--- src/logic/cacheGeomPkg.sv ---
`default_nettype none

package cacheGeomPkg;

  // cache organization
  localparam int NumWays      = 2;
  localparam int NumSets      = 64;
  localparam int BeatsPerLine = 4;

  localparam int AddrBits   = 32;
  localparam int WordBits   = 64;
  localparam int WordBytes  = WordBits / 8;
  localparam int LineBytes  = BeatsPerLine * WordBytes;
  localparam int OffsetBits = $clog2(LineBytes);
  localparam int IndexBits  = $clog2(NumSets);
  localparam int TagBits    = AddrBits - IndexBits - OffsetBits;

  typedef logic [AddrBits-1:0]                 addr_t;
  typedef logic [TagBits-1:0]                  tag_t;
  typedef logic [IndexBits-1:0]                index_t;
  typedef logic [$clog2(BeatsPerLine)-1:0]     wordSel_t;
  typedef logic [$clog2(WordBytes)-1:0]        byteSel_t;
  typedef logic [WordBits-1:0]                 word_t;
  typedef logic [WordBytes-1:0]                byteMask_t;
  typedef logic [BeatsPerLine*WordBits-1:0]    line_t;
  typedef logic [LineBytes-1:0]                lineMask_t;
  typedef logic [$clog2(NumWays)-1:0]          way_t;

  // byte address split into its lookup fields, msb first
  typedef struct packed {
    tag_t     tag;
    index_t   index;
    wordSel_t wordSel;
    byteSel_t byteSel;
  } addrFields_t;

endpackage

`default_nettype wire

--- src/logic/memBusPkg.sv ---
`default_nettype none

package memBusPkg;

  // one load or store from the pipeline
  typedef struct packed {
    logic                    write;
    cacheGeomPkg::addr_t     addr;
    cacheGeomPkg::word_t     data;
    cacheGeomPkg::byteMask_t mask;
  } cpuReq_t;

  // dirty victim going back to memory, addr is line aligned
  typedef struct packed {
    cacheGeomPkg::addr_t addr;
    cacheGeomPkg::line_t line;
  } wbReq_t;

  // write command shared by tag store and data store
  // a fill carries a full mask, a store hit only its own bytes
  typedef struct packed {
    logic                    we;
    cacheGeomPkg::way_t      way;
    cacheGeomPkg::index_t    index;
    cacheGeomPkg::line_t     data;
    cacheGeomPkg::lineMask_t mask;
  } arrayWrite_t;

endpackage

`default_nettype wire

--- src/logic/cacheCtrl.sv ---
`timescale 1ns/10ps
`default_nettype none

module cacheCtrl (
  input  wire                          clk,
  input  wire                          rst_n,
  input  wire                          reqValid_i,
  input  wire memBusPkg::cpuReq_t      req_i,
  output logic                         ready_o,
  output logic                         rspValid_o,
  output cacheGeomPkg::word_t          rspData_o,
  input  wire                          hit_i,
  input  wire cacheGeomPkg::way_t      hitWay_i,
  input  wire cacheGeomPkg::way_t      victimWay_i,
  input  wire                          victimDirty_i,
  input  wire cacheGeomPkg::tag_t      victimTag_i,
  input  wire cacheGeomPkg::line_t     way0Line_i,
  input  wire cacheGeomPkg::line_t     way1Line_i,
  input  wire cacheGeomPkg::line_t     refillLine_i,
  output cacheGeomPkg::index_t         lookupIndex_o,
  output logic                         readEn_o,
  output memBusPkg::arrayWrite_t       arrayWr_o,
  output logic                         tagWr_o,
  output logic                         missCycle_o,
  output logic                         refillActive_o,
  output logic                         rdReqValid_o,
  output cacheGeomPkg::addr_t          rdReqAddr_o,
  input  wire                          rdReqReady_i,
  output logic                         wbValid_o,
  output memBusPkg::wbReq_t            wb_o,
  input  wire                          wbReady_i,
  input  wire                          beatLast_i
);

  typedef enum logic [2:0] {
    idle,
    compare,
    writeBack,
    refillReq,
    refillData,
    fill,
    reread
  } state_t;

  state_t                    state;
  state_t                    stateNext;
  memBusPkg::cpuReq_t        reqQ;
  cacheGeomPkg::addrFields_t reqAddr;
  cacheGeomPkg::addrFields_t newAddr;
  cacheGeomPkg::line_t       hitLine;
  cacheGeomPkg::word_t       hitWord;
  cacheGeomPkg::word_t       storeWord;
  cacheGeomPkg::byteMask_t   storeMask;
  cacheGeomPkg::line_t       storeLine;
  cacheGeomPkg::lineMask_t   storeLineMask;
  logic                      accept;
  logic                      storeHit;

  assign reqAddr  = reqQ.addr;
  assign newAddr  = req_i.addr;
  assign accept   = (state == idle) && reqValid_i;
  assign storeHit = (state == compare) && hit_i && reqQ.write;

  always_ff @(posedge clk or negedge rst_n) begin
    if (!rst_n) begin
      state <= idle;
    end else begin
      state <= stateNext;
    end
  end

  always_comb begin
    stateNext = state;
    case (state)
      idle:       if (reqValid_i) stateNext = compare;
      compare: begin
        if (hit_i) begin
          stateNext = idle;
        end else if (victimDirty_i) begin
          stateNext = writeBack;
        end else begin
          stateNext = refillReq;
        end
      end
      writeBack:  if (wbReady_i) stateNext = refillReq;
      refillReq:  if (rdReqReady_i) stateNext = refillData;
      refillData: if (beatLast_i) stateNext = fill;
      // line is in the array now, read it back and compare again
      fill:       stateNext = reread;
      reread:     stateNext = compare;
      default:    stateNext = idle;
    endcase
  end

  // request held from acceptance until the response
  always_ff @(posedge clk or negedge rst_n) begin
    if (!rst_n) begin
      reqQ <= '0;
    end else if (accept) begin
      reqQ <= req_i;
    end
  end

  assign ready_o = (state == idle);

  // arrays are read in the accept cycle so compare sees the lines
  assign readEn_o      = accept || (state == reread);
  assign lookupIndex_o = (state == idle) ? newAddr.index : reqAddr.index;

  // load data from the hitting way
  assign hitLine = hitWay_i ? way1Line_i : way0Line_i;
  assign hitWord = hitLine[reqAddr.wordSel*cacheGeomPkg::WordBits +: cacheGeomPkg::WordBits];

  assign rspValid_o = (state == compare) && hit_i;
  assign rspData_o  = (rspValid_o && !reqQ.write) ? hitWord : '0;

  // align store bytes to the byte offset, then place them in the line
  always_comb begin
    storeWord     = reqQ.data << {reqAddr.byteSel, 3'b000};
    storeMask     = reqQ.mask << reqAddr.byteSel;
    storeLine     = '0;
    storeLineMask = '0;
    storeLine[reqAddr.wordSel*cacheGeomPkg::WordBits +: cacheGeomPkg::WordBits] = storeWord;
    storeLineMask[reqAddr.wordSel*cacheGeomPkg::WordBytes +: cacheGeomPkg::WordBytes] =
      storeMask;
  end

  always_comb begin
    arrayWr_o       = '0;
    arrayWr_o.index = reqAddr.index;
    if (state == fill) begin
      arrayWr_o.we   = 1'b1;
      arrayWr_o.way  = victimWay_i;
      arrayWr_o.data = refillLine_i;
      arrayWr_o.mask = '1;
    end else if (storeHit) begin
      arrayWr_o.we   = 1'b1;
      arrayWr_o.way  = hitWay_i;
      arrayWr_o.data = storeLine;
      arrayWr_o.mask = storeLineMask;
    end
  end

  assign tagWr_o        = (state == fill);
  assign missCycle_o    = (state == compare) && !hit_i;
  assign refillActive_o = (state == refillData);

  // refill from the request tag
  assign rdReqValid_o = (state == refillReq);
  assign rdReqAddr_o  = {reqAddr.tag, reqAddr.index, {cacheGeomPkg::OffsetBits{1'b0}}};

  // victim line still sits in the read registers from the accept cycle
  assign wbValid_o = (state == writeBack);
  assign wb_o.addr = {victimTag_i, reqAddr.index, {cacheGeomPkg::OffsetBits{1'b0}}};
  assign wb_o.line = victimWay_i ? way1Line_i : way0Line_i;

endmodule

`default_nettype wire

--- config.mk ---
export PLATFORM = sky130hd
export DESIGN_NAME = cacheCtrl
export DESIGN_NICKNAME = d
export VERILOG_FILES = /design/src/logic/cacheGeomPkg.sv /design/src/logic/memBusPkg.sv /design/src/logic/cacheCtrl.sv
export SDC_FILE = /design/constraint.sdc
export NUM_CORES = 1
export LEC_CHECK = 0
export ABC_AREA = 1
export BUFFER_PORTS_ARGS = -buffer_cell sky130_fd_sc_hd__clkbuf_2
export CORE_AREA = 2 2 624 626
export DETAILED_ROUTE_END_ITERATION = 6
export DIE_AREA = 0 0 626 628
export GPL_ROUTABILITY_DRIVEN = 0
export GPL_TIMING_DRIVEN = 0
export PLACE_DENSITY_LB_ADDON = 0.2
export SLEW_MARGIN = 15
export SYNTH_ARGS = -nofsm -noshare
export SYNTH_HDL_FRONTEND = slang
export SYNTH_SLANG_ARGS = --single-unit
export TNS_END_PERCENT = 50
--- constraint.sdc ---
create_clock -name clk -period 6.3 [get_ports clk]
set_input_delay 0.945 -clock clk [delete_from_list [all_inputs] [get_ports clk]]
set_output_delay 0.945 -clock clk [all_outputs]
set_load 0.05 [all_outputs]
-- Yosys cells after proc, flatten, opt, wreduce, memory -nomap -nowiden
Cells that the tools add are included.
- register bits: 108
- output and inout bits: 694
- input port bits: 904
- word-level logic and storage cells: 51
- add/subtract/negate cells: 2
- reductions and logical operators: 10
- shift-type cells: 7
- bitwise operators: 2
- multiplexer cells: 15
- equality and inequality tests: 10
- operator list (cell ; count):
    two-way mux 288 bit ; 2
    two-way mux 256 bit ; 2
    AND 256 bit ; 1
    variable shift 64 x 34 -> 256 bit (first input constant) ; 1
    indexed part select 256 x 9 -> 64 bit ; 1
    indexed part select 64 x 34 -> 256 bit ; 1
    two-way mux 64 bit ; 1
    left shift 64 x 6 -> 64 bit ; 1
    negator 5 -> 34 bit ; 1
    negator 8 -> 34 bit ; 1
    variable shift 8 x 34 -> 32 bit (first input constant) ; 1
    indexed part select 8 x 34 -> 32 bit ; 1
    AND 32 bit ; 1
    case mux 3 bit (7 select lines) ; 1
    two-way mux 3 bit ; 4
    == test 3 bit (second input constant) ; 3
    left shift 8 x 3 -> 8 bit ; 1
    == test 3 x 2 -> 1 bit (second input constant) ; 2
    two-way mux 2 bit ; 3
    two-way mux 6 bit ; 1
    inequality test 2 x 1 -> 1 bit (second input constant) ; 3
    logical AND 1 bit ; 5
    AND reduction 4 bit ; 1
    == test 3 x 1 -> 1 bit (second input constant) ; 1
    other kinds (5) ; 6

-- Logic depth before layout (Yosys ltp)
Gate-level depths: netlist of the first run.
- word-level depth: 5
- mapped depth: 10
- gate-level depth less buffers: 7

-- Worst setup path after synthesis of the first run
OpenSTA, ideal clock, no wires.
- path type: flip-flop to output port
- from: register reqQ (netlist bit reqAddr[3])
- to: output arrayWr_o[2] in the netlist's numbering
- cell stages (with the launch flop): 10
- arrival time: 3.014 ns
- data required time: 5.355 ns
- path slack: 2.341 ns
- buffers on the path: 2
- cell sequence: dfrtp_1 -> clkinv_1 -> buf_2 -> clkbuf_1 -> ha_1 -> inv_1 -> nand4_1 -> nor2_4 -> inv_2 -> o21ai_0
- RTL lines (what ; RTL line ; source):
    start: declaration ; cacheCtrl.sv:47 ; memBusPkg::cpuReq_t reqQ;
    start signal: assignment ; cacheCtrl.sv:100 ; reqQ <= req_i;
    end: declaration ; cacheCtrl.sv:22 ; output memBusPkg::arrayWrite_t arrayWr_o,

==> run_results.csv, run 1 <==
group,metric,value,unit
outcome,status,"finished, violations left",
outcome,violations,"design-rule violations",
grt,grt_pass1_wl,436000,µm
cells_and_area,nets,5935,
critical_path,critPathKind,"reg2out",
critical_path,crit_fanout,12,
grt,grt_max_degree,66,
power_and_ir_drop,p_per_area,405,mW/mm²
sta,fin_crit_sh,0.943,
clocking,clock_latency,0.45,ns
clocking,cts_tree,"built",
critical_path,cp-startpoint,"reqAddr[3]",
route,firstDrtPassIters,7,
sta,tightest_slew,1.35,ns
route,drcViolationCount,2,
clocking,root_buffer,"clkbuf_16",
placement,port_buffers,1565,
grt,antenna_found_initial,143,
synthesis,synth.most_common_cell,"nand2_1",
floorplan,die_w,626,µm
clocking,cts_hold_buf,0,
route,ant_nets,0,
sta,rsz0062_at_grt,"no",
cells_and_area,area_growth,83.7,%
synthesis,yosysSeqAreaShare,0.145,
critical_path,worstPathArrival,5.00,ns
route,wl,366000,µm
critical_path,start_kind,"flip-flop",
synthesis,ys_top_cells_by_count,"nand2_1, o21ai_0, nand3_1",
sta,setup_slack,0.359,ns
synthesis,synth_edf_count,0,
sta,max_freq,0.168,GHz
clocking,cts_inserted_buffers,9,
synthesis,netlist_top_cells_area,"nand2_1, o21ai_0, dfrtp_1",
critical_path,worstPathRequired,5.35,ns
synthesis,synthFlopType,"dfrtp_1",
sta,setup_tns,0,ns
synthesis,avgSynthCellArea,5.43,µm²
placement,pre_cts_ws,-0.333,ns
synthesis,synth-seq-cells,108,
sta,period_needed,5.94,ns
grt,busiest_layer,"met2",
synthesis,synth_cells,3419,
synthesis,synth.largest_area_cell,"nand2_1",
clocking,cts.path.max_buffers,2,
synthesis,synth-warning-count,0,
clocking,post_cts_buffers,0,
grt,grtUsageMet3,0.0453,
critical_path,r2r-start,"state[0]",
floorplan,row_count,229,
cells_and_area,final_layout_size_suffix_gt1_frac,0.394,
grt,gr-total-overflow,0,
floorplan,io_pins,1598,
route,vias,33000,
floorplan,die_area,0.393,mm²
floorplan,initial_core_util,0.0480,
sta,fin_worst_skew,0.0331,ns
grt,grtUsageMet1,0.177,
critical_path,crit_path_end_kind,"primary output",
synthesis,yosysTopAreaCellShare,0.218,
grt,use_met2,0.353,
route,drt-initial-drc-count,2804,
synthesis,synth_area,0.0186,mm²
floorplan,die_y,628,µm
route,wl_per_cell,35.5,µm
sta,slew_headroom,0.0938,
floorplan,coreArea,0.387,mm²
power_and_ir_drop,power.leakage,17.1,nW
power_and_ir_drop,peakVddDrop,0.188,mV
sta,slew_violations,0,
sta,hold_viol_final,0,
placement,hpwl,333000,µm
run,drv_cap,0,
clocking,cts.clk_slew.worst_paths,0.14,ns
synthesis,yosysUniqueCellTypes,34,
sta,setup_violations,0,
min_path,hold_path_class,"in2async",
route,vias_per_cell,3.20,
grt,grt_pass1_vias,31900,
clocking,clkSinkCount,108,
clocking,cts_htree_levels,3,
synthesis,postSynth.asyncResetShare,1.00,
clocking,ctsResizeCount,25,
grt,grt_usage,0.179,
worst max-delay path, cell delays in order, from the launching register on:
cell	delay, ns
dfrtp_1	0.46
clkinv_1	0.23
buf_4	0.45
clkbuf_1	0.67
ha_1	0.38
buf_2	0.47
nand3_1	0.21
nor2_4	0.57
buf_2	0.39
nand2_1	0.11
nand2_1	0.18
clkbuf_2	0.31
flip-flops by register name, summed over array words and instances, names as in the netlist:
signal / count
reqQ: 73
state: 3
reqAddr: 32
layout make-up:
cell class                      instances  area [µm²]
Multi-Input combinational cell       2666       13100
Buffer                                368        1880
Tap cell                             5197        6500
Inverter                              286        1080
Fill cell                           46400      353000
Sequential cell                       108        2700
Timing Repair Buffer                 1587        8320
Antenna cell                           80         200
Clock inverter                          7         113
Clock buffer                            9         225
path summary, 6_finish.rpt:
| kind | cells after the start | endpoint | slack (ns) |
|---|---|---|---|
| min | 1 | reqAddr[23] | 0.47 |
| max | 11 | arrayWr_o[67] | 0.36 |
| min in group clk | 1 | reqAddr[27] | 0.52 |
| max reg2reg | 7 | reqAddr[0] | 3.56 |
| min reg2reg | 1 | reqAddr[27] | 0.52 |
| max in group asynchronous | 2 | reqQ[37] | 5.02 |
metrics by stage:
step | total power, mW | cells | utilization | instance area (µm²) | hold slack (ns)
floorplan | 7.21 | 3428 | - | 18600 | 0.480
global placement | 13.3 | 10200 | 0.0851 | 33000 | 0.500
detailed placement | 13.4 | 10200 | 0.0866 | 33500 | 0.500
CTS | 14.3 | 10200 | 0.0877 | 33900 | 0.453
global route | 14.5 | 10300 | 0.0880 | 34100 | 0.472
finish | 13.8 | 10300 | 0.0882 | 34100 | 0.467
cell usage in the layout (no fill, tap or decap), types with 10 or more instances in the layout:
| cell | instances |
|---|---|
| a21oi_1 | 203 |
| buf_1 | 23 |
| buf_16 | 11 |
| buf_2 | 103 |
| buf_4 | 78 |
| clkbuf_1 | 131 |
| clkbuf_2 | 1590 |
| conb_1 | 10 |
| dfrtp_1 | 108 |
| diode_2 | 80 |
| inv_1 | 277 |
| mux2_2 | 94 |
| nand2_1 | 1080 |
| nand3_1 | 301 |
| nand4_1 | 82 |
| nor2_1 | 166 |
| nor2_2 | 11 |
| o211a_1 | 63 |
| o21ai_0 | 564 |
| o21ai_1 | 27 |
| o21ai_2 | 24 |
cells by family after synthesis:
logic type,Yosys count,share of synthesized area
and+or+nand+nor,1667,0.376
muxes,94,0.0570
AOI/OAI and AO/OA,890,0.261
DFF,108,0.145
buffers and inverters,654,0.156
other,1,0.000202
adders and majority gates,5,0.00337
routing by layer:
layer | vias to the layer above | share of wire
met1 | 16200 | 0.33
met4 | 56 | 0.041
li1 | 14500 | -
met2 | 1800 | 0.55
met5 | - | 0.00099
met3 | 403 | 0.072
power breakdown:
group	leakage, nW	internal (mW)	total, mW	switching [mW]
Clock	0.164	0.329	0.747	0.419
Sequential	1.27	1.05	1.50	0.451
Combinational	15.6	2.44	11.6	9.13
Total	17.1	3.82	13.8	10.0
Power figures use the tool's default switching activity.
==> run 2, diff against run 1 <==
--- a/config.mk
+++ b/config.mk
@@ -8,6 +8,7 @@
 export ABC_AREA = 1
 export BUFFER_PORTS_ARGS = -buffer_cell sky130_fd_sc_hd__clkbuf_2
 export CORE_AREA = 2 2 624 626
+export CTS_BUF_LIST = sky130_fd_sc_hd__clkbuf_4 sky130_fd_sc_hd__clkbuf_8
 export DETAILED_ROUTE_END_ITERATION = 6
 export DIE_AREA = 0 0 626 628
 export GPL_ROUTABILITY_DRIVEN = 0
==> run 2 against run 1 <==
The run now ends clean. Worst setup slack gained 0.071 ns. Via count shrank 0.24%. Fmax grew 1.2%. Cell area shrank 0.34%. Combinational power is essentially flat. Critical endpoint is now wb_o[124]. Largest power group unchanged.
==> run_results.csv, run 2 (synthesized netlist as in run 1, its figures left out) <==
group,metric,value,unit
outcome,status,"finished clean",
sta,rsz0062_at_grt,"no",
floorplan,coreArea,0.387,mm²
sta,setup_slack,0.430,ns
critical_path,crit_path_end_kind,"primary output",
floorplan,die_y,628,µm
sta,max_freq,0.170,GHz
grt,grt_pass1_wl,436000,µm
cells_and_area,area_growth,83.1,%
route,firstDrtPassIters,5,
cells_and_area,largest_register_ffs,73,
critical_path,crit_fanout,12,
grt,grt_pass1_vias,31900,
clocking,cts.path.max_buffers,2,
critical_path,worstPathRequired,5.35,ns
cells_and_area,nets,5935,
grt,gr-total-overflow,0,
clocking,cts_inserted_buffers,9,
cells_and_area,largest-register,"reqQ",
sta,fin_worst_skew,0.0479,ns
critical_path,critPathKind,"in2out",
clocking,post_cts_buffers,0,
floorplan,die_w,626,µm
run,drv_cap,0,
route,drcViolationCount,0,
cells_and_area,layout_common_cells,"clkbuf_2, nand2_1, o21ai_0, nand3_1, inv_1",
critical_path,worstPathArrival,4.93,ns
floorplan,die_area,0.393,mm²
clocking,cts_htree_levels,3,
cells_and_area,final_common_cell,"clkbuf_2",
sta,setup_violations,0,
critical_path,cp-startpoint,"victimWay_i",
route,wl_per_cell,35.6,µm
power_and_ir_drop,totalPowerFinal,13.6,mW
clocking,cts.clk_slew.worst_paths,0.16,ns
clocking,root_buffer,"clkbuf_8",
clocking,cts_tree,"built",
route,wl,366000,µm
cells_and_area,final_layout_size_suffix_gt1_frac,0.394,
route,ant_nets,0,
sta,slew_headroom,0.0978,
sta,fin_crit_sh,0.932,
route,vias,32900,
floorplan,row_count,229,
cells_and_area,utilization,0.0879,
placement,hpwl,333000,µm
power_and_ir_drop,power.leakage,17.0,nW
route,vias_per_cell,3.20,
critical_path,start_kind,"primary input",
floorplan,io_pins,1598,
power_and_ir_drop,p_per_area,401,mW/mm²
clocking,clkSinkCount,108,
min_path,hold_path_class,"in2async",
sta,hold_viol_final,0,
placement,pre_cts_ws,-0.333,ns
sta,period_needed,5.87,ns
grt,antenna_found_initial,144,
grt,grt_max_degree,66,
route,drt-initial-drc-count,2772,
critical_path,r2r-start,"state[0]",
floorplan,initial_core_util,0.0480,
grt,grt_usage,0.179,
placement,port_buffers,1565,
sta,slew_violations,0,
clocking,clock_latency,0.53,ns
power_and_ir_drop,peakVddDrop,0.193,mV
sta,setup_tns,0,ns
sta,tightest_slew,1.34,ns
## run 2: cell types whose count changed in the layout (fill, tap and decap cells not counted), sizes merged
cell | previous run | this run
diode | 80 | 73
## run 2: final cells by class
type,instances,area [µm²]
clock inverters,7,113
diodes,73,183
repair buffers,1587,8320
fillers,46400,353000
multi-input cells,2666,13100
plain buffers,368,1890
flip-flops and latches,108,2700
well taps,5197,6500
clock buffers,9,124
inverters,286,1080
## run 2: path summary, 6_finish.rpt
| path | endpoint | slack (ns) | cells after the start |
|---|---|---|---|
| setup / recovery | wb_o[124] | 0.43 | 8 |
| hold / removal | reqAddr[23] | 0.37 | 1 |
| setup reg to reg | reqAddr[0] | 3.57 | 7 |
| hold reg to reg | reqAddr[27] | 0.53 | 1 |
| max in group asynchronous | reqQ[37] | 5.10 | 2 |
| min in group clk | reqAddr[27] | 0.53 | 1 |
## run 2: repair_timing
item	CTS	global route
endpoints found under the setup margin	77	0
hold endpoints to repair	0	0
resized for setup	26	0
hold buffers	0	0
## run 2: worst max-delay path, cell delays in order
cell and delay [ns]:
buf_2 0.37, buf_2 0.57, buf_2 0.65, buf_2 0.71
buf_4 0.48, nand2_1 0.08, o21ai_0 0.39, clkbuf_2 0.65
## run 2: layer usage
layer | global-route usage | up-vias | part of all wire
met5 | 0 | - | 0.00098
met4 | 0.0617 | 56 | 0.041
met3 | 0.0449 | 389 | 0.070
met2 | 0.354 | 1785 | 0.55
met1 | 0.177 | 16200 | 0.34
li1 | - | 14500 | -
## run 2: through the flow
| step | instance area [µm²] | hold slack, ns | cells |
|---|---|---|---|
| final | 34000 | 0.372 | 10300 |
| after global routing | 34000 | 0.347 | 10300 |
| after CTS | 33800 | 0.308 | 10200 |
| after detailed placement | 33500 | 0.500 | 10200 |
| after global placement | 33000 | 0.500 | 10200 |
| after floorplan | 18600 | 0.480 | 3428 |
## run 2: power by group
part	switching, mW	internal (mW)
Clock	0.392	0.202
Sequential	0.447	1.04
Combinational	9.12	2.44
