--- config.mk ---
export PLATFORM = sky130hd
export DESIGN_NAME = refillBuffer
export DESIGN_NICKNAME = d
export VERILOG_FILES = /design/src/logic/cacheGeomPkg.sv /design/src/logic/refillBuffer.sv
export SDC_FILE = /design/constraint.sdc
export NUM_CORES = 1
export LEC_CHECK = 0
export BUFFER_PORTS_ARGS = -buffer_cell sky130_fd_sc_hd__buf_2
export CAP_MARGIN = 20
export CORE_UTILIZATION = 30
export DETAILED_ROUTE_END_ITERATION = 10
export HOLD_SLACK_MARGIN = 0.05
export PLACE_DENSITY = 0.56
export SLEW_MARGIN = 20
export SYNTH_ARGS = -nofsm -noshare
export SYNTH_HDL_FRONTEND = slang
export SYNTH_SLANG_ARGS = --single-unit
export TNS_END_PERCENT = 1
--- constraint.sdc ---
create_clock -name clk -period 4 [get_ports clk]
set_clock_uncertainty 0.05 [all_clocks]
set_input_delay 0.6 -clock clk [delete_from_list [all_inputs] [get_ports clk]]
set_output_delay 0.6 -clock clk [all_outputs]
set_load 0.005 [all_outputs]
--- src/logic/cacheGeomPkg.sv ---
`default_nettype none

package cacheGeomPkg;

  // cache organization
  localparam int NumWays      = 2;
  localparam int NumSets      = 64;
  localparam int BeatsPerLine = 4;

  localparam int AddrBits   = 32;
  localparam int WordBits   = 64;
  localparam int WordBytes  = WordBits / 8;
  localparam int LineBytes  = BeatsPerLine * WordBytes;
  localparam int OffsetBits = $clog2(LineBytes);
  localparam int IndexBits  = $clog2(NumSets);
  localparam int TagBits    = AddrBits - IndexBits - OffsetBits;

  typedef logic [AddrBits-1:0]                 addr_t;
  typedef logic [TagBits-1:0]                  tag_t;
  typedef logic [IndexBits-1:0]                index_t;
  typedef logic [$clog2(BeatsPerLine)-1:0]     wordSel_t;
  typedef logic [$clog2(WordBytes)-1:0]        byteSel_t;
  typedef logic [WordBits-1:0]                 word_t;
  typedef logic [WordBytes-1:0]                byteMask_t;
  typedef logic [BeatsPerLine*WordBits-1:0]    line_t;
  typedef logic [LineBytes-1:0]                lineMask_t;
  typedef logic [$clog2(NumWays)-1:0]          way_t;

  // byte address split into its lookup fields, msb first
  typedef struct packed {
    tag_t     tag;
    index_t   index;
    wordSel_t wordSel;
    byteSel_t byteSel;
  } addrFields_t;

endpackage

`default_nettype wire

--- src/logic/refillBuffer.sv ---
`timescale 1ns/10ps
`default_nettype none

module refillBuffer (
  input  wire                          clk,
  input  wire                          rst_n,
  input  wire                          active_i,
  input  wire                          beatValid_i,
  input  wire                          beatLast_i,
  input  wire cacheGeomPkg::word_t     beatData_i,
  output cacheGeomPkg::line_t          line_o
);

  cacheGeomPkg::wordSel_t beatCnt;
  logic                   beatTake;

  assign beatTake = active_i && beatValid_i;

  // slot of the next beat, lowest word arrives first
  always_ff @(posedge clk or negedge rst_n) begin
    if (!rst_n) begin
      beatCnt <= '0;
    end else if (beatTake) begin
      beatCnt <= beatLast_i ? '0 : beatCnt + 1'b1;
    end
  end

  always_ff @(posedge clk) begin
    if (beatTake) begin
      line_o[beatCnt*cacheGeomPkg::WordBits +: cacheGeomPkg::WordBits] <= beatData_i;
    end
  end

endmodule

`default_nettype wire

# Yosys cells after proc, flatten, opt, wreduce, memory -nomap -nowiden
# Cells that the tools add are included.
# op_classes
addsub	2
n_shift	2
muxes	2
n_reduce_logical	1
# ops
cell	count
$bwmux 256	1
$shift 64x34->256 const A	1
$shiftx 64x34->256	1
$neg 8->34	1
$add 2x1->2 const B	1
$mux 2	1
$logic_and 1x1->1	1
# word_totals
reg_bits	258
out_inout_bits	256

# Longest topological paths before layout
# Gate-level depths: netlist (run 1).
# depth
ltp_word	3
depth_mapped	7
depth_no_buf	4

# Worst setup path before layout (run 1)
# OpenSTA, ideal clock, no wires.
# synth_timing
path_type	flip-flop to flip-flop
startpoint	register, netlist name beatCnt[0]
endpoint	register line_o[0], enable pin
setup_time_ns	0.429
arrival_ns	2.458
t_required_ns	3.521
slack_ns	1.062
stages_incl_launch_ff	4
n_path_buf	0
path_cell_list	dfrtp_1 -> inv_1 -> ha_1 -> and3_1
# synth_lines
element	line_no	rtl
to (signal, indexed assignment)	refillBuffer.sv:30	line_o[beatCnt*cacheGeomPkg::WordBits +: cacheGeomPkg::WordBits] <= beatData_i;
to (decl)	refillBuffer.sv:11	output cacheGeomPkg::line_t line_o

# Final worst setup path (run 1)
# layout_timing
startpoint	register beatCnt[0]
endpoint	register line_o[242], data pin
# layout_via
elab_chain_len	3
# layout_lines
element	line_no	rtl
from (decl)	refillBuffer.sv:14	cacheGeomPkg::wordSel_t beatCnt;
from (signal assigned)	refillBuffer.sv:24	beatCnt <= beatLast_i ? '0 : beatCnt + 1'b1;
$neg 8->34 *	refillBuffer.sv:30	
$shiftx 64x34->256 / $shift 64x34->256 (equally long branches)	refillBuffer.sv:30	
$bwmux 256 *	refillBuffer.sv:30	
# Every way passes the cells marked *; elsewhere a longest branch is shown, timed or not.
# A chain may end at the register's enable or synchronous reset.

==> impl_metrics.csv, run 1 <==
group,metric,value,unit
sta,maxSlewHeadroom,30.67,%
setup_path,path_buf_inv,2,
floorplanning,die_height,182.2,um
setup_path,cp_max_fo,30,
power_and_ir_drop,p_per_area,541.3,nW/um2
setup_path,crit_chain,"inv_1 -> ha_1 -> nor2_4 -> buf_4 -> and3_1",
sta,setup_viol,0,
final_layout,drive_gt1_share,41.57,%
synth,synth_area_leaders,"edfxtp_1 (79%), and3_1 (8.3%), and2_1 (8.2%), clkbuf_2 (1.1%), ha_1 (0.64%)",
synth,syn_area,9744,um2
global_routing,gr-usage-all-layers,15.21,%
global_routing,grt_pass1_vias,6184,
setup_path,crit_type,"reg2reg",
run_status,status,"finished, final reports clean",
synth,avgSynthCellArea,16.95,um2
power_and_ir_drop,total_power,6870,uW
sta,hold_slack,0.2999,ns
place,gp_congestion,0.7571,
setup_path,path_delay_family,"simple AND/OR/NAND/NOR gates",
sta,setup-tns-final,0,ns
synth,synth_top_family_by_area,"simple AND/OR/NAND/NOR gates",
final_layout,multi_input_area,1829,um2
synth,synth_xor_area_share,0,%
clock_network,ctsHoldBuffers,1,
place,dpl_cell_area,11760,um2
worst_hold_path,hold_path_class,"in2reg",
route,drt-initial-drc-count,298,
route,via_per_inst,4.562,
final_layout,nFillCells,2994,
floorplanning,die_area,33210,um2
route,wirelength,25870,um
synth,synthDistinctLibCells,24,
clock_network,cts_buffers,28,
setup_path,crit_arrival,3.02,ns
sta,fmax,375.4,MHz
route,ant_nets,0,
synth,synth_mux_area_share,0.2183,%
sta,min_period,2.664,ns
synth,synthCells,575,
job,maxCapViolations,0,
global_routing,overflow,0,
floorplanning,core,31720,um2
power_and_ir_drop,p_leak,0.005540,uW
global_routing,grt_max_degree,67,
final_layout,fin_cells,1321,
setup_path,startpoint_type,"flop",
synth,synth_nets,649,
synth,synth_top_area_share,78.89,%
floorplanning,initial_core_util,30.72,%
synth,synth-compound-area-share,0,%
sta,rsz0062_at_grt,"no",
sta,finalHoldViolations,0,
global_routing,grt_pass1_wl,38230,um
place,hpwl,16020,um
synth,yosysTopAreaCell,"edfxtp_1",
clock_network,root_buffer,"clkbuf_16",
synth,synthAdderAreaFrac,0.6420,%
synth,ys_seq_elements,258,
floorplanning,rows,65,
clock_network,htree_levels,1,
final_layout,fin_nets,973,
floorplanning,ios,325,
setup_path,end_kind,"flop",
synth,yosysSeqAreaShare,79.40,%
sta,report.final.slew_viol_count,0,
final_layout,mostFrequentLayoutCell,"buf_2",
clock_network,clkTransAtPathRegs,0.06,ns
clock_network,cts_resized,0,
route,dr_total_vias,6027,
synth,yosysWarnings,0,
global_routing,antenna_found_initial,1,
clock_network,cts_setup_buffers,0,
setup_path,max_stage_delay,0.67,ns
power_and_ir_drop,ir_worst_vdd,0.3551,mV
setup_path,cp_slowest_cell,"nor2_4",
final_layout,mostFrequentLayoutCells,"buf_2 (324), edfxtp_1 (256), and2_1 (127), and3_1 (125), clkbuf_16 (29)",
sta,worst_pin_slew,1.040,ns
clock_network,clockBufferDepth,3,
route,dr.pass1.iters,4,
route,wl_per_cell,19.58,um
final_layout,regArea,7737,um2
floorplanning,die_w,182.2,um
place,port_buffers,324,
clock_network,tritoncts,"built",
final_layout,syn_to_final_growth,30.25,%
route,drc,0,
place,dp_cells,1269,
clock_network,clock_latency,0.53,ns
setup_path,worstPathRequired,4.35,ns
sta,fin_crit_sh,66.60,%
final_layout,finalInstanceArea,12690,um2
synth,synth-simple-area-share,17.53,%
clock_network,cts.sink_count,258,
final_layout,antenna-diode-count,0,
==> tightest hold or removal path, stage by stage <==
cell and delay, ns:
buf_2 0.09, nand2b_1 0.09, mux2i_1 0.06
==> state kept, by name (all words and copies together), names as in the netlist <==
register	flops
line_o	256
beatCnt	2
==> kinds of logic (layout without fill, tap and decap cells) <==
logic type               after synthesis  after routing
flip-flops                           258            258
multiplexers                           2              2
adder cells (fa/ha/maj)                5              5
buffers and inverters                 41            385
AND/OR/NAND/NOR                      269            269
==> per-layer routing <==
| layer | track usage, % | routed length, um | up-vias |
|---|---|---|---|
| met4 | 3.832 | 490 | 0 |
| met1 | 18.86 | 10640 | 2989 |
| met3 | 4.590 | 2081 | 34 |
| met5 | 0 | 0 | - |
| li1 | - | - | 2772 |
| met2 | 25.84 | 12650 | 232 |
==> Yosys cell counts <==
library cell,number
and2_1,127
and2b_1,1
and3_1,129
and3b_1,1
and4bb_1,1
and4bb_2,1
buf_2,1
buf_4,1
buf_6,4
clkbuf_1,12
clkbuf_2,21
dfrtp_1,2
edfxtp_1,256
ha_1,5
inv_1,2
mux2_2,1
mux2i_1,1
nand2_1,1
nand2b_1,1
nand3b_1,1
nor2_1,2
nor2b_1,1
nor3_1,2
nor4b_4,1
==> per-stage QoR <==
| stage | util [%] | setup WS [ns] |
|---|---|---|
| 2_1_floorplan | - | 1.062 |
| 3_3_place_gp | 37.08 | 1.398 |
| 3_5_place_dp | 37.09 | 1.335 |
| 4_1_cts | 39.95 | 1.327 |
| 5_1_grt | 40.02 | 1.179 |
| 6_report | 40.02 | 1.336 |
==> cell type report <==
cell class,instances,share of cell area [%]
clock buffer,35,5.895
clock inverter,15,1.183
inverter,2,0.05915
multi-input combinational,276,14.41
sequential,258,60.96
tap,402,3.963
timing repair buffer,333,13.53
==> final timing paths <==
kind	startpoint	endpoint	slack (ns)	cells past startpoint
setup / recovery	beatCnt[0]$_DFFE_PN0P_	line_o[242]$_DFFE_PP_	1.34	5
hold / removal	beatLast_i	beatCnt[1]$_DFFE_PN0P_	0.30	3
max in group asynchronous	rst_n	beatCnt[0]$_DFFE_PN0P_	3.48	2
min in group asynchronous	rst_n	beatCnt[1]$_DFFE_PN0P_	0.32	2
setup reg to reg	beatCnt[0]$_DFFE_PN0P_	line_o[242]$_DFFE_PP_	1.34	5
hold reg to reg	beatCnt[1]$_DFFE_PN0P_	beatCnt[1]$_DFFE_PN0P_	0.61	2
==> power breakdown <==
group | leakage [uW] | switching, uW | internal [uW] | total, uW
clock network | 0.000439 | 1030 | 1510 | 2540
registers | 0.00248 | 43.4 | 3220 | 3260
logic | 0.00262 | 730 | 341 | 1070
Power figures use the tool's default switching activity.
==> run 2, diff against run 1 <==
clock period = 2.6 ns   (was 4 ns; I/O delays follow)
==> run 2 against run 1 <==
Effect of this change: total power grew 53%; clock power is 47% higher; register-to-register slack lost 1.0 ns; cell count rose by 0.68%; sequential share of layout area down 0.42 points; critical path type unchanged.
==> impl_metrics.csv, run 2 (synthesized netlist as in run 1, its figures left out) <==
group,metric,value,unit
run_status,status,"finished, final reports clean",
setup_path,startpoint_type,"flop",
setup_path,cp_max_fo,30,
floorplanning,ios,325,
setup_path,end_kind,"flop",
route,dr.pass1.iters,6,
sta,report.final.slew_viol_count,0,
place,dp_cells,1280,
route,dr_total_vias,6002,
worst_hold_path,hold_path_class,"in2reg",
setup_path,max_stage_delay,0.55,ns
clock_network,clock_latency,0.52,ns
global_routing,grt_pass1_vias,5983,
route,wirelength,25900,um
sta,worst_pin_slew,0.5301,ns
clock_network,cts.sink_count,258,
clock_network,cts_buffers,27,
setup_path,cp_slowest_cell,"dfrtp_1",
final_layout,mostFrequentLayoutCells,"buf_2 (324), edfxtp_1 (256), and2_1 (127), and3_1 (125), clkbuf_16 (27)",
final_layout,drive_gt1_share,42.03,%
setup_path,worstPathRequired,2.94,ns
power_and_ir_drop,ir_worst_vdd,0.5780,mV
setup_path,crit_arrival,2.63,ns
sta,setup_viol,0,
clock_network,cts_setup_buffers,0,
global_routing,antenna_found_initial,0,
sta,min_period,2.296,ns
sta,rsz0062_at_grt,"no",
floorplanning,die_area,33210,um2
floorplanning,die_w,182.2,um
power_and_ir_drop,p_leak,0.005590,uW
route,drt-initial-drc-count,323,
floorplanning,rows,65,
final_layout,fin_cells,1330,
final_layout,fin_nets,982,
final_layout,reg_top3,"line_o: 256 flops, beatCnt: 2 flops",
global_routing,overflow,0,
global_routing,grt_pass1_wl,37930,um
sta,hold_slack,0.08472,ns
sta,fin_crit_sh,88.31,%
setup_path,crit_type,"reg2reg",
final_layout,syn_to_final_growth,31.15,%
global_routing,grt_max_degree,80,
final_layout,final_util,40.29,%
floorplanning,die_height,182.2,um
place,port_buffers,324,
place,gp_congestion,0.7287,
clock_network,htree_levels,1,
power_and_ir_drop,p_per_area,821.4,nW/um2
floorplanning,core,31720,um2
route,ant_nets,0,
final_layout,mostFrequentLayoutCell,"buf_2",
route,wl_per_cell,19.48,um
sta,finalHoldViolations,0,
route,drc,0,
clock_network,root_buffer,"clkbuf_16",
setup_path,crit_chain,"inv_1 -> ha_1 -> nor4b_4 -> buf_4 -> and2_1",
place,hpwl,17180,um
sta,setup-tns-final,0,ns
clock_network,tritoncts,"built",
place,dpl_cell_area,11920,um2
final_layout,antenna-diode-count,0,
final_layout,finalInstanceArea,12780,um2
final_layout,top_register,"line_o",
clock_network,clkTransAtPathRegs,0.06,ns
clock_network,clockBufferDepth,3,
job,maxCapViolations,0,
sta,maxSlewHeadroom,64.66,%
global_routing,gr-usage-all-layers,15.15,%
final_layout,largest_reg_flops,256,
route,via_per_inst,4.513,
floorplanning,initial_core_util,30.72,%
sta,fmax,435.5,MHz
[run 2: report_power, final]
group	switching, uW	internal (uW)
combinational	1150	598
clock	1550	2200
sequential	67.6	4940
[run 2: worst paths after layout]
kind | to | start | cells past startpoint | slack [ns]
max reg2reg | line_o[166]$_DFFE_PP_ | beatCnt[0]$_DFFE_PN0P_ | 5 | 0.30
max | line_o[166]$_DFFE_PP_ | beatCnt[0]$_DFFE_PN0P_ | 5 | 0.30
min in group asynchronous | beatCnt[1]$_DFFE_PN0P_ | rst_n | 2 | 0.13
max in group asynchronous | beatCnt[0]$_DFFE_PN0P_ | rst_n | 2 | 2.27
min reg2reg | beatCnt[1]$_DFFE_PN0P_ | beatCnt[1]$_DFFE_PN0P_ | 2 | 0.59
min | beatCnt[1]$_DFFE_PN0P_ | beatLast_i | 3 | 0.08
[run 2: per-layer routing]
layer / track usage, % / share of wire, %
met4: 3.261 / 1.5
met3: 4.450 / 8.0
met5: 0 / 0
met2: 26.24 / 49
met1: 18.66 / 42
[run 2: final cells by class]
type	count	area, um2
Clock inverter	16	151.4
Inverter	2	7.507
Multi-Input combinational cell	276	1828
Sequential cell	258	7737
Clock buffer	33	698.2
Fill cell	2939	18940
Timing Repair Buffer	343	1854
Tap cell	402	503.0
[run 2: worst max-delay path: cells and delay by family (launching register included)]
| family | cells | cell delay, ns |
|---|---|---|
| adder cells (fa/ha/maj) | 1 | 0.50 |
| buffers and inverters | 2 | 0.53 |
| flip-flops | 1 | 0.55 |
| AND/OR/NAND/NOR | 2 | 0.51 |
[run 2: repair_timing]
| action | 4_1_cts | 5_1_grt |
|---|---|---|
| endpoints found under the hold margin | 2 | 0 |
| gates resized for setup | 0 | 0 |
| endpoints found under the setup margin | 0 | 0 |
| hold buffers | 1 | 0 |
[run 2: stage by stage]
stage / setup WS, ns / power (uW)
3_5_place_dp: 0.3535 / 6883
5_1_grt: 0.1293 / 10930
4_1_cts: 0.3173 / 10620
3_3_place_gp: 0.4100 / 6849
6_report: 0.3040 / 10500
2_1_floorplan: -0.1674 / 6021
==> run 3, diff against run 2 <==
CELL_PAD_IN_SITES_DETAIL_PLACEMENT = 1   (was unset)
CELL_PAD_IN_SITES_GLOBAL_PLACEMENT = 1   (was unset)
PLACE_DENSITY = 0.66   (was 0.56)
==> run 3 against run 2 <==
Effect of this change: core utilization grew 0.40 points; largest power group unchanged; global-route usage grew 1.4 points; total power grew 2.7%; design area grew 1.0%; routed wire length grew 8.6%; via count grew 2.5%; setup slack gained 0.21 ns; flip-flop and latch count is the same; critical path depth is the same; first-iteration DRC count shrank 9.9%; register-to-register slack gained 0.21 ns.
==> impl_metrics.csv, run 3 (synthesized netlist as in run 1, its figures left out) <==
group,metric,value,unit
clock_network,ctsHoldBuffers,1,
floorplanning,die_w,182.2,um
route,ant_nets,0,
clock_network,cts.sink_count,258,
sta,fmax,480.3,MHz
final_layout,largest_reg_flops,256,
clock_network,htree_levels,1,
final_layout,fin_nets,984,
clock_network,clock_latency,0.53,ns
global_routing,grt_pass1_vias,6591,
global_routing,antenna_found_initial,1,
final_layout,reg_top3,"line_o: 256 flops, beatCnt: 2 flops",
setup_path,crit_start,"beatCnt[1]$_DFFE_PN0P_",
final_layout,top_register,"line_o",
route,dr_total_vias,6155,
global_routing,overflow,0,
sta,finalHoldViolations,0,
power_and_ir_drop,ir_worst_vdd,0.5654,mV
job,maxCapViolations,0,
floorplanning,ios,325,
final_layout,mostFrequentLayoutCell,"buf_2",
setup_path,startpoint_type,"flop",
setup_path,cp_max_fo,45,
route,drt-initial-drc-count,291,
final_layout,multi_input_area,1828,um2
place,port_buffers,324,
final_layout,syn_to_final_growth,32.46,%
final_layout,fin_cells,1336,
sta,hold_slack,0.09386,ns
final_layout,nFillCells,3346,
floorplanning,core,31720,um2
global_routing,grt_pass1_wl,41300,um
final_layout,final_util,40.69,%
sta,min_period,2.082,ns
floorplanning,rows,65,
clock_network,root_buffer,"clkbuf_16",
setup_path,end_kind,"flop",
clock_network,clkTransAtPathRegs,0.06,ns
route,dr.pass1.iters,4,
sta,maxSlewHeadroom,74.37,%
sta,report.final.slew_viol_count,0,
worst_hold_path,hold_path_class,"in2reg",
worst_hold_path,min_from,"beatLast_i",
clock_network,cts_setup_buffers,0,
route,drc,0,
clock_network,cts_resized,0,
clock_network,tritoncts,"built",
floorplanning,initial_core_util,30.72,%
power_and_ir_drop,p_per_area,834.8,nW/um2
power_and_ir_drop,p_leak,0.005626,uW
sta,setup-tns-final,0,ns
global_routing,gr-usage-all-layers,16.53,%
floorplanning,die_height,182.2,um
run_status,status,"finished, final reports clean",
setup_path,rr_startpoint,"beatCnt[1]$_DFFE_PN0P_",
power_and_ir_drop,total_power,10780,uW
sta,fin_crit_sh,80.09,%
floorplanning,die_area,33210,um2
place,gp_congestion,0.7416,
clock_network,clockBufferDepth,3,
final_layout,drive_gt1_share,42.23,%
sta,setup_viol,0,
route,wl_per_cell,21.05,um
sta,rsz0062_at_grt,"no",
route,wirelength,28120,um
final_layout,regArea,7737,um2
setup_path,crit_arrival,2.44,ns
place,dp_cells,1280,
sta,worst_pin_slew,0.3844,ns
setup_path,crit_type,"reg2reg",
clock_network,cts_buffers,29,
final_layout,mostFrequentLayoutCells,"buf_2 (324), edfxtp_1 (256), and2_1 (127), and3_1 (125), clkbuf_16 (29)",
route,via_per_inst,4.607,
setup_path,worstPathRequired,2.96,ns
global_routing,grt_max_degree,75,
place,hpwl,18740,um
-- run 3: through the flow --
stage	setup slack, ns	instance area, um2
after detailed placement	0.5010	11970
after global routing	0.3832	12900
after CTS	0.4847	12900
after global placement	0.6010	11970
after floorplan	-0.1674	9746
final	0.5178	12910
-- run 3: layout make-up --
cell class	instances	share of cell area, %
Antenna cell	1	0.01939
Timing Repair Buffer	343	14.75
Inverter	2	0.05816
Clock buffer	34	5.768
Multi-Input combinational cell	276	14.16
Sequential cell	258	59.95
Tap cell	402	3.897
Clock inverter	20	1.396
-- run 3: critical path, stage by stage, from the launching register on --
cell and delay (ns):
dfrtp_1 0.38, inv_1 0.10, ha_1 0.49, and2b_2 0.44, buf_12 0.27, and3_1 0.20
-- run 3: final timing paths --
kind	endpoint	slack, ns	depth (start not counted)
setup / recovery	line_o[104]$_DFFE_PP_	0.52	5
hold / removal	beatCnt[1]$_DFFE_PN0P_	0.09	3
setup reg to reg	line_o[104]$_DFFE_PP_	0.52	5
hold reg to reg	beatCnt[1]$_DFFE_PN0P_	0.62	2
max in group asynchronous	beatCnt[1]$_DFFE_PN0P_	2.28	2
min in group asynchronous	beatCnt[0]$_DFFE_PN0P_	0.12	2
-- run 3: where the power goes --
group / switching [uW] / total (uW) / internal [uW]
registers: 59.5 / 5000 / 4940
clock network: 1640 / 3980 / 2340
logic: 1170 / 1800 / 630
total: 2860 / 10800 / 7910
-- run 3: layer usage --
| layer | vias up | part of all wire (%) | track usage, % |
|---|---|---|---|
| met2 | 240 | 51 | 29.39 |
| li1 | 2791 | - | - |
| met1 | 3060 | 39 | 19.16 |
| met4 | 2 | 3.7 | 5.849 |
| met5 | - | 0.039 | 0 |
| met3 | 62 | 6.6 | 4.330 |
